--- config.mk ---
export PLATFORM = sky130hd
export DESIGN_NAME = ooo_core
export DESIGN_NICKNAME = d
export VERILOG_FILES = /design/src/logic/ooo_pkg.sv /design/src/logic/mult_sequencer.sv /design/src/logic/mult_step_counter.sv /design/src/logic/mult_unit.sv /design/src/logic/alu_unit.sv /design/src/logic/reservation_station.sv /design/src/logic/cdb_arbiter.sv /design/src/logic/reorder_buffer.sv /design/src/logic/register_file.sv /design/src/logic/dispatch_rename.sv /design/src/logic/ooo_core.sv
export SDC_FILE = /design/constraint.sdc
export NUM_CORES = 2
export LEC_CHECK = 0
export BUFFER_PORTS_ARGS = -buffer_cell sky130_fd_sc_hd__buf_2
export CAP_MARGIN = 30
export CORE_ASPECT_RATIO = 1.1
export CORE_MARGIN = 2
export CORE_UTILIZATION = 40
export DETAILED_ROUTE_END_ITERATION = 8
export HOLD_SLACK_MARGIN = 0.03
export PLACE_DENSITY = 0.54
export SYNTH_ARGS = -nofsm -noshare
export SYNTH_HDL_FRONTEND = slang
export SYNTH_SLANG_ARGS = --single-unit
--- constraint.sdc ---
create_clock -name clock -period 12.4 [get_ports clock]
set_clock_uncertainty 0.1 [all_clocks]
set_input_delay 0.62 -clock clock [delete_from_list [all_inputs] [get_ports clock]]
set_output_delay 0.62 -clock clock [all_outputs]
set_load 0.01 [all_outputs]
--- src/logic/ooo_pkg.sv ---
package ooo_pkg;

    ////////////////////////////////////////
    // core sizing
    ////////////////////////////////////////
    localparam int XLEN               = 32;
    localparam int REG_NUM            = 8;   // architectural registers
    localparam int ROB_SIZE           = 8;
    localparam int RS_SIZE            = 4;   // entries per station
    localparam int MULT_BITS_PER_STEP = 2;   // radix-4 shift-add
    localparam int MULT_STEPS         = XLEN / MULT_BITS_PER_STEP;

    typedef logic [XLEN-1:0]             xlen_t;
    typedef logic [$clog2(REG_NUM)-1:0]  reg_idx_t;
    typedef logic [$clog2(ROB_SIZE)-1:0] rob_tag_t;   // doubles as rename tag
    typedef logic [4:0]                  step_cnt_t;  // holds 0..MULT_STEPS

    // decoded opcodes, everything but mul goes to the alu station
    typedef enum logic [2:0] {
        OP_ADD,
        OP_SUB,
        OP_XOR,
        OP_ADDI,
        OP_MUL
    } op_t;

    typedef enum logic [1:0] {
        MULT_IDLE,
        MULT_BUSY,
        MULT_DONE
    } mult_state_t;

endpackage

--- src/logic/mult_sequencer.sv ---
`timescale 1ns/1ps

module mult_sequencer import ooo_pkg::*; (
    input  logic        clock,
    input  logic        rst_n,
    input  logic        start,
    input  logic        last_step,
    input  logic        grant,
    output mult_state_t state,
    output logic        load_cnt,
    output logic        step_en
);

    mult_state_t next_state;

    always_comb begin
        next_state = state;
        case (state)
            MULT_IDLE: if (start)     next_state = MULT_BUSY;
            MULT_BUSY: if (last_step) next_state = MULT_DONE;
            MULT_DONE: if (grant)     next_state = MULT_IDLE;   // result taken by cdb
            default:                  next_state = MULT_IDLE;
        endcase
    end

    always_ff @(posedge clock) begin
        if (!rst_n)
            state <= MULT_IDLE;
        else
            state <= next_state;
    end

    assign load_cnt = (state == MULT_IDLE) && start;
    assign step_en  = (state == MULT_BUSY) && !last_step;   // no step on the exit cycle

endmodule

--- src/logic/mult_step_counter.sv ---
`timescale 1ns/1ps

module mult_step_counter import ooo_pkg::*; (
    input  logic clock,
    input  logic rst_n,
    input  logic load_cnt,
    input  logic step_en,
    output logic last_step
);

    step_cnt_t remaining;   // steps still to run

    always_ff @(posedge clock) begin
        if (!rst_n)
            remaining <= '0;
        else if (load_cnt)
            remaining <= step_cnt_t'(MULT_STEPS);
        else if (step_en)
            remaining <= remaining - 1'b1;
    end

    assign last_step = (remaining == '0);   // all steps done

endmodule

--- src/logic/mult_unit.sv ---
`timescale 1ns/1ps

module mult_unit import ooo_pkg::*; (
    input  logic     clock,
    input  logic     rst_n,
    input  logic     issue,
    input  xlen_t    issue_a,
    input  xlen_t    issue_b,
    input  rob_tag_t issue_tag,
    input  logic     grant,
    output logic     busy,
    output logic     done,
    output rob_tag_t done_tag,
    output xlen_t    done_value
);

    mult_state_t state;
    logic        load_cnt, step_en, last_step;
    xlen_t       mcand, mplier;
    xlen_t       partial;   // mcand times the low multiplier bits

    mult_sequencer u_seq (
        .clock, .rst_n, .start(issue), .last_step, .grant,
        .state, .load_cnt, .step_en
    );

    mult_step_counter u_cnt (
        .clock, .rst_n, .load_cnt, .step_en, .last_step
    );

    always_comb begin
        partial = '0;
        for (int b = 0; b < MULT_BITS_PER_STEP; b++)
            if (mplier[b])
                partial = partial + (mcand << b);
    end

    // accumulator is the result register, low XLEN bits only
    always_ff @(posedge clock) begin
        if (load_cnt) begin
            mcand      <= issue_a;
            mplier     <= issue_b;
            done_tag   <= issue_tag;
            done_value <= '0;
        end else if (step_en) begin
            done_value <= done_value + partial;
            mcand      <= mcand << MULT_BITS_PER_STEP;
            mplier     <= mplier >> MULT_BITS_PER_STEP;
        end
    end

    assign done = (state == MULT_DONE);
    assign busy = (state != MULT_IDLE);   // one multiply in flight

endmodule

--- src/logic/alu_unit.sv ---
`timescale 1ns/1ps

module alu_unit import ooo_pkg::*; (
    input  logic     clock,
    input  logic     rst_n,
    input  logic     issue,
    input  op_t      issue_op,
    input  xlen_t    issue_a,
    input  xlen_t    issue_b,
    input  rob_tag_t issue_tag,
    input  logic     grant,
    output logic     busy,
    output logic     done,
    output rob_tag_t done_tag,
    output xlen_t    done_value
);

    // result waits here until the bus takes it
    always_ff @(posedge clock) begin
        if (!rst_n)
            done <= 1'b0;
        else if (issue)
            done <= 1'b1;   // back to back when granted
        else if (grant)
            done <= 1'b0;
    end

    always_ff @(posedge clock) begin
        if (issue) begin
            done_tag <= issue_tag;
            case (issue_op)
                OP_SUB:  done_value <= issue_a - issue_b;
                OP_XOR:  done_value <= issue_a ^ issue_b;
                default: done_value <= issue_a + issue_b;   // add and addi
            endcase
        end
    end

    assign busy = done && !grant;

endmodule

--- src/logic/reservation_station.sv ---
`timescale 1ns/1ps

module reservation_station import ooo_pkg::*; (
    input  logic     clock,
    input  logic     rst_n,
    input  logic     load,
    input  op_t      op,
    input  xlen_t    v1,
    input  xlen_t    v2,
    input  logic     rdy1,
    input  logic     rdy2,
    input  rob_tag_t t1,
    input  rob_tag_t t2,
    input  rob_tag_t dst,
    input  logic     unit_busy,
    input  logic     cdb_valid,
    input  rob_tag_t cdb_tag,
    input  xlen_t    cdb_value,
    output logic     full,
    output logic     issue,
    output op_t      issue_op,
    output xlen_t    issue_a,
    output xlen_t    issue_b,
    output rob_tag_t issue_tag
);

    logic     ent_valid [RS_SIZE];
    op_t      ent_op    [RS_SIZE];
    xlen_t    ent_v1    [RS_SIZE];
    xlen_t    ent_v2    [RS_SIZE];
    logic     ent_rdy1  [RS_SIZE];
    logic     ent_rdy2  [RS_SIZE];
    rob_tag_t ent_t1    [RS_SIZE];
    rob_tag_t ent_t2    [RS_SIZE];
    rob_tag_t ent_dst   [RS_SIZE];
    logic [$clog2(RS_SIZE)-1:0] ent_age [RS_SIZE];   // count of younger live entries

    logic [$clog2(RS_SIZE)-1:0] pick;   // oldest ready entry
    logic [$clog2(RS_SIZE)-1:0] slot;   // first free entry
    logic any_ready, any_free;

    ////////////////////////////////////////
    // select
    ////////////////////////////////////////
    always_comb begin
        any_ready = 1'b0;
        pick      = '0;
        any_free  = 1'b0;
        slot      = '0;
        for (int i = 0; i < RS_SIZE; i++) begin
            if (ent_valid[i] && ent_rdy1[i] && ent_rdy2[i] &&
                (!any_ready || ent_age[i] > ent_age[pick])) begin
                any_ready = 1'b1;
                pick      = ($clog2(RS_SIZE))'(i);
            end
            if (!ent_valid[i] && !any_free) begin
                any_free = 1'b1;
                slot     = ($clog2(RS_SIZE))'(i);
            end
        end
    end

    assign full      = !any_free;
    assign issue     = any_ready && !unit_busy;   // held off while unit has a result
    assign issue_op  = ent_op[pick];
    assign issue_a   = ent_v1[pick];
    assign issue_b   = ent_v2[pick];
    assign issue_tag = ent_dst[pick];

    ////////////////////////////////////////
    // entry update
    ////////////////////////////////////////
    always_ff @(posedge clock) begin
        if (!rst_n) begin
            for (int i = 0; i < RS_SIZE; i++)
                ent_valid[i] <= 1'b0;
        end else begin
            for (int i = 0; i < RS_SIZE; i++) begin
                if (ent_valid[i]) begin
                    // tag wakeup from the bus
                    if (!ent_rdy1[i] && cdb_valid && ent_t1[i] == cdb_tag) begin
                        ent_v1[i]   <= cdb_value;
                        ent_rdy1[i] <= 1'b1;
                    end
                    if (!ent_rdy2[i] && cdb_valid && ent_t2[i] == cdb_tag) begin
                        ent_v2[i]   <= cdb_value;
                        ent_rdy2[i] <= 1'b1;
                    end
                    // younger arrives vs younger leaves
                    if (load && !(issue && ent_age[i] > ent_age[pick]))
                        ent_age[i] <= ent_age[i] + 1'b1;
                    else if (!load && issue && ent_age[i] > ent_age[pick])
                        ent_age[i] <= ent_age[i] - 1'b1;
                end
            end
            if (issue)
                ent_valid[pick] <= 1'b0;
            if (load) begin
                ent_valid[slot] <= 1'b1;
                ent_op[slot]    <= op;
                ent_v1[slot]    <= v1;
                ent_v2[slot]    <= v2;
                ent_rdy1[slot]  <= rdy1;
                ent_rdy2[slot]  <= rdy2;
                ent_t1[slot]    <= t1;
                ent_t2[slot]    <= t2;
                ent_dst[slot]   <= dst;
                ent_age[slot]   <= '0;   // youngest
            end
        end
    end

endmodule

--- src/logic/cdb_arbiter.sv ---
`timescale 1ns/1ps

module cdb_arbiter import ooo_pkg::*; (
    input  logic     clock,
    input  logic     rst_n,
    input  logic     alu_done,
    input  rob_tag_t alu_tag,
    input  xlen_t    alu_value,
    input  logic     mult_done,
    input  rob_tag_t mult_tag,
    input  xlen_t    mult_value,
    output logic     alu_grant,
    output logic     mult_grant,
    output logic     cdb_valid,
    output rob_tag_t cdb_tag,
    output xlen_t    cdb_value
);

    logic mult_last;   // mult held the bus last time

    // on a tie the previous loser goes first
    assign alu_grant  = alu_done && (!mult_done || mult_last);
    assign mult_grant = mult_done && !alu_grant;

    assign cdb_valid = alu_grant || mult_grant;
    assign cdb_tag   = alu_grant ? alu_tag : mult_tag;
    assign cdb_value = alu_grant ? alu_value : mult_value;

    always_ff @(posedge clock) begin
        if (!rst_n)
            mult_last <= 1'b0;
        else if (alu_grant)
            mult_last <= 1'b0;
        else if (mult_grant)
            mult_last <= 1'b1;
    end

endmodule

--- src/logic/reorder_buffer.sv ---
`timescale 1ns/1ps

module reorder_buffer import ooo_pkg::*; (
    input  logic     clock,
    input  logic     rst_n,
    input  logic     alloc,
    input  reg_idx_t alloc_dst,
    input  logic     cdb_valid,
    input  rob_tag_t cdb_tag,
    input  xlen_t    cdb_value,
    input  rob_tag_t query1,
    input  rob_tag_t query2,
    output rob_tag_t free_tag,
    output logic     full,
    output logic     done1,
    output logic     done2,
    output xlen_t    value1,
    output xlen_t    value2,
    output logic     retire_en,
    output reg_idx_t retire_idx,
    output rob_tag_t retire_tag,
    output xlen_t    retire_data,
    output logic     commit_valid,
    output reg_idx_t commit_idx,
    output xlen_t    commit_data
);

    reg_idx_t ent_dst   [ROB_SIZE];
    logic     ent_done  [ROB_SIZE];
    xlen_t    ent_value [ROB_SIZE];
    rob_tag_t head, tail;
    logic [$clog2(ROB_SIZE+1)-1:0] count;   // live entries

    assign free_tag = tail;
    assign full     = (count == ROB_SIZE);

    // operand lookups for dispatch
    assign done1  = ent_done[query1];
    assign done2  = ent_done[query2];
    assign value1 = ent_value[query1];
    assign value2 = ent_value[query2];

    // in order, one per cycle
    assign retire_en   = (count != '0) && ent_done[head];
    assign retire_idx  = ent_dst[head];
    assign retire_tag  = head;
    assign retire_data = ent_value[head];

    always_ff @(posedge clock) begin
        if (!rst_n) begin
            head         <= '0;
            tail         <= '0;
            count        <= '0;
            commit_valid <= 1'b0;
            for (int i = 0; i < ROB_SIZE; i++)
                ent_done[i] <= 1'b0;
        end else begin
            if (alloc) begin
                ent_dst[tail]  <= alloc_dst;
                ent_done[tail] <= 1'b0;
                tail           <= tail + 1'b1;   // wraps at ROB_SIZE
            end
            if (cdb_valid) begin   // completion
                ent_done[cdb_tag]  <= 1'b1;
                ent_value[cdb_tag] <= cdb_value;
            end
            if (retire_en)
                head <= head + 1'b1;
            case ({alloc, retire_en})
                2'b10:   count <= count + 1'b1;
                2'b01:   count <= count - 1'b1;
                default: count <= count;
            endcase
            commit_valid <= retire_en;   // registered report
        end
    end

    always_ff @(posedge clock) begin
        commit_idx  <= retire_idx;
        commit_data <= retire_data;
    end

endmodule

--- src/logic/register_file.sv ---
`timescale 1ns/1ps

module register_file import ooo_pkg::*; (
    input  logic     clock,
    input  logic     rst_n,
    input  reg_idx_t raddr1,
    input  reg_idx_t raddr2,
    input  logic     wen,
    input  reg_idx_t waddr,
    input  xlen_t    wdata,
    output xlen_t    rdata1,
    output xlen_t    rdata2
);

    xlen_t regs [REG_NUM];   // committed state only

    always_ff @(posedge clock) begin
        if (!rst_n) begin
            for (int i = 0; i < REG_NUM; i++)
                regs[i] <= '0;
        end else if (wen) begin
            regs[waddr] <= wdata;
        end
    end

    assign rdata1 = regs[raddr1];   // async read
    assign rdata2 = regs[raddr2];

endmodule

--- src/logic/dispatch_rename.sv ---
`timescale 1ns/1ps

module dispatch_rename import ooo_pkg::*; (
    input  logic     clock,
    input  logic     rst_n,
    input  logic     inst_valid,
    input  op_t      inst_op,
    input  reg_idx_t inst_dst,
    input  reg_idx_t inst_src1,
    input  reg_idx_t inst_src2,
    input  xlen_t    inst_imm,
    input  rob_tag_t free_tag,
    input  logic     rob_full,
    input  logic     alu_full,
    input  logic     mult_full,
    input  xlen_t    reg_rdata1,
    input  xlen_t    reg_rdata2,
    input  logic     rob_done1,
    input  logic     rob_done2,
    input  xlen_t    rob_value1,
    input  xlen_t    rob_value2,
    input  logic     cdb_valid,
    input  rob_tag_t cdb_tag,
    input  xlen_t    cdb_value,
    input  logic     retire_en,
    input  reg_idx_t retire_idx,
    input  rob_tag_t retire_tag,
    output logic     inst_ready,
    output logic     rob_alloc,
    output reg_idx_t alloc_dst,
    output reg_idx_t reg_raddr1,
    output reg_idx_t reg_raddr2,
    output rob_tag_t rob_query1,
    output rob_tag_t rob_query2,
    output logic     alu_load,
    output logic     mult_load,
    output op_t      rs_op,
    output xlen_t    rs_v1,
    output xlen_t    rs_v2,
    output logic     rs_rdy1,
    output logic     rs_rdy2,
    output rob_tag_t rs_t1,
    output rob_tag_t rs_t2,
    output rob_tag_t rs_dst
);

    logic     ren_busy [REG_NUM];   // register waits on a rob entry
    rob_tag_t ren_tag  [REG_NUM];
    logic     running;              // low through reset and one cycle after
    logic     is_mul;
    logic     fire;

    // regfile, then finished rob entry, then live cdb, else wait on tag
    function automatic logic [XLEN:0] fetch_operand(input logic renamed,
                                                    input rob_tag_t tag,
                                                    input xlen_t rf_val,
                                                    input logic rob_done,
                                                    input xlen_t rob_val);
        if (!renamed)
            return {1'b1, rf_val};
        if (rob_done)
            return {1'b1, rob_val};
        if (cdb_valid && cdb_tag == tag)
            return {1'b1, cdb_value};   // producer broadcasting right now
        return {1'b0, rf_val};          // value ignored until wakeup
    endfunction

    assign is_mul     = (inst_op == OP_MUL);
    assign inst_ready = running && !rob_full && !(is_mul ? mult_full : alu_full);
    assign fire       = inst_valid && inst_ready;

    assign rob_alloc  = fire;
    assign alloc_dst  = inst_dst;
    assign alu_load   = fire && !is_mul;
    assign mult_load  = fire && is_mul;

    assign reg_raddr1 = inst_src1;
    assign reg_raddr2 = inst_src2;
    assign rob_query1 = ren_tag[inst_src1];
    assign rob_query2 = ren_tag[inst_src2];

    assign rs_op  = inst_op;
    assign rs_t1  = ren_tag[inst_src1];
    assign rs_t2  = ren_tag[inst_src2];
    assign rs_dst = free_tag;   // rob slot is the new name

    assign {rs_rdy1, rs_v1} = fetch_operand(ren_busy[inst_src1], ren_tag[inst_src1],
                                            reg_rdata1, rob_done1, rob_value1);
    assign {rs_rdy2, rs_v2} = (inst_op == OP_ADDI) ? {1'b1, inst_imm} :
                              fetch_operand(ren_busy[inst_src2], ren_tag[inst_src2],
                                            reg_rdata2, rob_done2, rob_value2);

    always_ff @(posedge clock) begin
        if (!rst_n) begin
            running <= 1'b0;
            for (int i = 0; i < REG_NUM; i++)
                ren_busy[i] <= 1'b0;
        end else begin
            running <= 1'b1;
            // drop mapping once its producer retires
            if (retire_en && ren_tag[retire_idx] == retire_tag)
                ren_busy[retire_idx] <= 1'b0;
            if (fire) begin   // a new rename wins over the retire clear
                ren_busy[inst_dst] <= 1'b1;
                ren_tag[inst_dst]  <= free_tag;
            end
        end
    end

endmodule

--- src/logic/ooo_core.sv ---
`timescale 1ns/1ps

module ooo_core import ooo_pkg::*; (
    input  logic     clock,
    input  logic     rst_n,
    input  logic     inst_valid,
    input  op_t      inst_op,
    input  reg_idx_t inst_dst,
    input  reg_idx_t inst_src1,
    input  reg_idx_t inst_src2,
    input  xlen_t    inst_imm,
    output logic     inst_ready,
    output logic     commit_valid,
    output reg_idx_t commit_idx,
    output xlen_t    commit_data
);

    ////////////////////////////////////////
    // dispatch
    ////////////////////////////////////////
    rob_tag_t free_tag;
    logic     rob_full, alu_full, mult_full;
    xlen_t    reg_rdata1, reg_rdata2;
    logic     rob_done1, rob_done2;
    xlen_t    rob_value1, rob_value2;
    logic     rob_alloc;
    reg_idx_t alloc_dst;
    reg_idx_t reg_raddr1, reg_raddr2;
    rob_tag_t rob_query1, rob_query2;
    logic     alu_load, mult_load;
    op_t      rs_op;                        // shared entry fields to both stations
    xlen_t    rs_v1, rs_v2;
    logic     rs_rdy1, rs_rdy2;
    rob_tag_t rs_t1, rs_t2, rs_dst;

    // common data bus and retire
    logic     cdb_valid;
    rob_tag_t cdb_tag;
    xlen_t    cdb_value;
    logic     retire_en;
    reg_idx_t retire_idx;
    rob_tag_t retire_tag;
    xlen_t    retire_data;

    dispatch_rename u_dispatch (
        .clock, .rst_n,
        .inst_valid, .inst_op, .inst_dst, .inst_src1, .inst_src2, .inst_imm,
        .free_tag, .rob_full, .alu_full, .mult_full,
        .reg_rdata1, .reg_rdata2, .rob_done1, .rob_done2, .rob_value1, .rob_value2,
        .cdb_valid, .cdb_tag, .cdb_value, .retire_en, .retire_idx, .retire_tag,
        .inst_ready, .rob_alloc, .alloc_dst, .reg_raddr1, .reg_raddr2,
        .rob_query1, .rob_query2, .alu_load, .mult_load,
        .rs_op, .rs_v1, .rs_v2, .rs_rdy1, .rs_rdy2, .rs_t1, .rs_t2, .rs_dst
    );

    ////////////////////////////////////////
    // issue and execute
    ////////////////////////////////////////
    logic     alu_issue, alu_busy, alu_done, alu_grant;
    op_t      alu_issue_op;
    xlen_t    alu_a, alu_b, alu_value;
    rob_tag_t alu_issue_tag, alu_tag;
    logic     mult_issue, mult_busy, mult_done, mult_grant;
    xlen_t    mult_a, mult_b, mult_value;
    rob_tag_t mult_issue_tag, mult_tag;

    reservation_station u_rs_alu (
        .clock, .rst_n, .load(alu_load),
        .op(rs_op), .v1(rs_v1), .v2(rs_v2), .rdy1(rs_rdy1), .rdy2(rs_rdy2),
        .t1(rs_t1), .t2(rs_t2), .dst(rs_dst), .unit_busy(alu_busy),
        .cdb_valid, .cdb_tag, .cdb_value,
        .full(alu_full), .issue(alu_issue), .issue_op(alu_issue_op),
        .issue_a(alu_a), .issue_b(alu_b), .issue_tag(alu_issue_tag)
    );

    reservation_station u_rs_mult (
        .clock, .rst_n, .load(mult_load),
        .op(rs_op), .v1(rs_v1), .v2(rs_v2), .rdy1(rs_rdy1), .rdy2(rs_rdy2),
        .t1(rs_t1), .t2(rs_t2), .dst(rs_dst), .unit_busy(mult_busy),
        .cdb_valid, .cdb_tag, .cdb_value,
        .full(mult_full), .issue(mult_issue), .issue_op(),   // only one op here
        .issue_a(mult_a), .issue_b(mult_b), .issue_tag(mult_issue_tag)
    );

    alu_unit u_alu (
        .clock, .rst_n, .issue(alu_issue), .issue_op(alu_issue_op),
        .issue_a(alu_a), .issue_b(alu_b), .issue_tag(alu_issue_tag), .grant(alu_grant),
        .busy(alu_busy), .done(alu_done), .done_tag(alu_tag), .done_value(alu_value)
    );

    mult_unit u_mult (
        .clock, .rst_n, .issue(mult_issue),
        .issue_a(mult_a), .issue_b(mult_b), .issue_tag(mult_issue_tag), .grant(mult_grant),
        .busy(mult_busy), .done(mult_done), .done_tag(mult_tag), .done_value(mult_value)
    );

    ////////////////////////////////////////
    // complete and retire
    ////////////////////////////////////////
    cdb_arbiter u_cdb (
        .clock, .rst_n,
        .alu_done, .alu_tag, .alu_value, .mult_done, .mult_tag, .mult_value,
        .alu_grant, .mult_grant, .cdb_valid, .cdb_tag, .cdb_value
    );

    reorder_buffer u_rob (
        .clock, .rst_n, .alloc(rob_alloc), .alloc_dst,
        .cdb_valid, .cdb_tag, .cdb_value, .query1(rob_query1), .query2(rob_query2),
        .free_tag, .full(rob_full), .done1(rob_done1), .done2(rob_done2),
        .value1(rob_value1), .value2(rob_value2),
        .retire_en, .retire_idx, .retire_tag, .retire_data,
        .commit_valid, .commit_idx, .commit_data
    );

    register_file u_regfile (
        .clock, .rst_n, .raddr1(reg_raddr1), .raddr2(reg_raddr2),
        .wen(retire_en), .waddr(retire_idx), .wdata(retire_data),   // written at retire
        .rdata1(reg_rdata1), .rdata2(reg_rdata2)
    );

endmodule

==> results by group <==
Pwr
  – Ratio of total power to cell area: around 130 nW/µm²
  – LEAKAGE: just under 30 nW
  – Maximum vdd ir drop: around 120 µV

Synthesis
  – Leading post-synthesis cells by cell area: edfxtp_1 (51%), mux4_2 (7.1%), a21oi_1 (5.1%)
  – Syn_nets: between 6,000 and 7,000
  – Avg Cell Area, Syn: roughly 11 µm²
  – Library cell with the largest summed area after synthesis: edfxtp_1
  – Yosys top cell area share: between 50% and 60%
  – Total of flip-flops plus latches after synthesis: 1,405
  – Flip-flop cell with the highest count after synthesis: edfxtp_1
  – Number of synthesized flops with an enable pin: ~1,300
  – Number of warnings printed during yosys synthesis: 0
  – Share of synthesized area occupied by flip-flops and latches: 54.9%
  – Ys async rst share: 0%
  – Cell count after synthesis: between 6,000 and 7,000
  – Synth cell types: 97
  – Post-Synthesis Cell Area: 74,200 µm²

Floorplan
  – Die Footprint: between 150,000 and 200,000 µm²
  – Initial core utilization: about two fifths
  – Number of rows in the core area: ~170
  – Chip width: 415 µm
  – Die Y-Extent: about 460 µm
  – Core footprint: ~180,000 µm²
  – I/O pin count: 84

Setup path
  – Most common cell on crit path: ha_1
  – Reg-to-reg slack, setup: 1.30 ns
  – Worst setup path start: u_rs_alu.ent_age[0][1]
  – Data arrival, critical path: 11.59 ns
  – Standard cell with the maximum stage delay on the critical path: a2111oi_1
  – Type of the worst setup path: reg -> reg
  – Capture instance of the worst register-to-register path: u_alu.done_value[31]
  – Worst setup path endpoint: u_alu.done_value[31]
  – Critical register-to-register path startpoint: u_rs_alu.ent_age[0][1]
  – Critical path capture point type: flop
  – R2R depth: 36
  – Required time at the endpoint of the critical path: approximately 13 ns
  – Nature of the critical path startpoint: flop
  – Critical Path Fanout Max: 60
  – Delay of the slowest cell on the worst path: about 0.76 ns

STA
  – Min cycle time layout: approximately 11 ns
  – Relative slew slack: roughly 25%
  – Setup TNS: 0 ns
  – Total count of max-transition violations in the final report: 0
  – Final count of negative-setup-slack endpoints: 0
  – Maximum achievable frequency: between 90 and 100 MHz
  – Slew at the pin with the worst max-slew slack: 1.09 ns
  – Hold Fails Final Rpt: 0
  – Final clock period utilization by the worst path: 89.5%
  – Setup repair after global routing missed its margin: false

CTS
  – Clock transition at path regs: ~0.060 ns
  – Quantity of gates resized following cts: 0
  – Setup fix buffers added after clock tree synthesis: 0
  – Library cell used as clock root buffer: clkbuf_16
  – Number of sinks driven by the clock tree: 1,405
  – Max H-tree Level: 4
  – TritonCTS clock tree: done
  – Number of buffers between clock root and the deepest sink: 3
  – Number of clock buffers inserted by TritonCTS: between 150 and 200
  – Source-to-sink clock delay at the later pin of the worst-skew pair: ~0.81 ns

Layout
  – Highest-count cells in the layout ignoring fill and taps: edfxtp_1 (1,258), nor2_1 (776), a21oi_1 (751)
  – Count of filler cells inserted in the layout: ~17,000
  – Most common cell after layout, fill and taps aside: edfxtp_1
  – Final instance count without filler cells: roughly 9,000
  – Combined area of the multi-input logic cells: roughly 32,000 µm²
  – Fraction of layout instances using a drive strength above 1: between 10 and 15%
  – Total Nets Final: between 6,000 and 7,000
  – Relative area change from synthesis to final layout: 10.9%
  – Area taken by flip-flops and latches: 40,700 µm²
  – Final design instance area without fill: 82,300 µm²

Route
  – DR DRC count: 0
  – 1st-pass router iterations: 6
  – Iteration-0 DRC count of the detailed router: 5,517
  – Vias per cell: 5.97
  – DR vias: 53,600
  – Wire per inst: approximately 27 µm
  – Routed Antenna Nets: 0
  – Wirelength, routed: between 200,000 and 250,000 µm

GRT
  – Wire length of the first global-routing pass: 351,000 µm
  – Total gr overflow: 0
  – Vias in the first global route: about 52,000
  – Antenna violations before repair: 10
  – Pin count of the biggest net entering global routing: between 100 and 150
  – Overall global routing resource usage: about a quarter

Placement
  – Routability-driven placement congestion ratio: roughly 0.9
  – Number of buffer cells added on primary ports: between 80 and 90
  – Placed standard-cell area: between 70,000 and 80,000 µm²
  – Placed wire-length estimate after detailed placement: roughly 160,000 µm
  – Cell Count Post-Placement: about 8,700

Run status
  – Result of the run: complete, no violations

Job
  – Max Cap Violations: 0

Hold path
  – Classification of the worst-slack hold path: in -> reg
area by class of cell:
cell class | instances | area share (%)
Inverter | 112 | 0.514
Sequential cell | 1405 | 49.5
Clock inverter | 78 | 0.871
Clock buffer | 200 | 4.99
Tap cell | 2421 | 3.68
Multi-Input combinational cell | 4510 | 38.4
Timing Repair Buffer | 236 | 2.02
Antenna cell | 1 | 0.00304
Yosys cell counts, types with 36 or more instances:
| master | count |
|---|---|
| edfxtp_1 | 1258 |
| nor2_1 | 782 |
| a21oi_1 | 752 |
| nand2_1 | 669 |
| clkbuf_1 | 346 |
| mux2i_1 | 302 |
| mux4_2 | 235 |
| o21ai_0 | 214 |
| dfxtp_1 | 147 |
| nand3_1 | 144 |
| a211oi_1 | 139 |
| ha_1 | 128 |
| xnor2_1 | 127 |
| inv_1 | 105 |
| mux2_2 | 90 |
| xor2_1 | 83 |
| nor3_1 | 72 |
| buf_1 | 64 |
| and3_1 | 51 |
| a31oi_1 | 50 |
| and2_1 | 49 |
| o21a_1 | 47 |
| a21oi_2 | 45 |
| buf_2 | 39 |
| a21o_1 | 37 |
| nand3b_1 | 36 |
| o211ai_1 | 36 |
stage by stage:
step                setup slack, ns  hold slack [ns]  utilization, %  total power [mW]
floorplan                      3.16            0.333               -              6.02
global placement               1.65            0.367            41.9              6.34
detailed placement             1.43            0.369            42.0              6.36
CTS                            1.38           0.0392            44.6              10.8
global route                  0.542           0.0569            44.7              11.1
finish                         1.30           0.0951            44.7              10.7
power breakdown:
part | total (mW) | internal (mW) | switching [mW]
Combinational | 0.992 | 0.329 | 0.663
Clock | 4.47 | 2.50 | 1.97
Sequential | 5.28 | 5.24 | 0.0424
Total | 10.7 | 8.06 | 2.67
per-layer routing:
layer	track usage [%]	routed length, µm	share of wire (%)
met2	41.8	116000	48
met3	3.39	16100	6.7
met5	0	0	0
met1	33.0	99800	42
met4	8.61	8290	3.4
sequential cells by signal, summed over array words and instances, names as in the netlist, 24 cells and up, named ones only:
signal	count
u_regfile.regs	256
u_rob.ent_value	256
u_mult.mplier	32
u_rob.commit_data	32
u_mult.mcand	32
u_mult.done_value	32
u_dispatch.ren_tag	24
u_rob.ent_dst	24
u_rs_mult.ent_v1	128
u_rs_alu.ent_v2	128
u_alu.done_value	32
u_rs_alu.ent_v1	128
u_rs_mult.ent_v2	128
kinds of logic (layout without fill, tap and decap cells):
family,count (synthesis),after routing,synth area share (%)
adder cells (fa/ha/maj),132,132,2.27
buffers and inverters,575,626,3.06
XOR/XNOR,210,210,2.48
other,0,1,0
flip-flops,1405,1405,54.9
AO/OA/AOI/OAI,1589,1589,13.3
multiplexers,638,638,12.8
AND/OR/NAND/NOR,1941,1941,11.3
repair_timing:
action	in CTS	in global routing
setup endpoints to repair	0	0
endpoints found under the hold margin	16	0
hold buffers	2	0
critical path, delay by kind of cell, from the launching register on:
| family | cells | cell delay, ns |
|---|---|---|
| DFF | 1 | 0.33 |
| and+or+nand+nor | 10 | 2.30 |
| adders and majority gates | 4 | 1.23 |
| buffers and inverters | 4 | 1.47 |
| xor gates and xnor gates | 1 | 0.16 |
| AOI/OAI and AO/OA | 17 | 5.22 |
worst min path at each step:
stage                                      from                     to  slack [ns]  depth (start not counted)
after global placement    u_mult.done_value[14]  u_mult.done_value[14]        0.37                          2
final                               inst_dst[2]    u_rob.ent_dst[5][2]         0.1                          1
after detailed placement   u_mult.done_value[8]   u_mult.done_value[8]        0.37                          2
after floorplan           u_mult.done_value[31]  u_mult.done_value[31]        0.33                          1
after global routing                 inst_op[1]  u_rs_alu.ent_op[1][1]        0.06                          1
after CTS                           inst_dst[2]    u_rob.ent_dst[6][2]        0.04                          1
(Power assumes the default switching activity.)
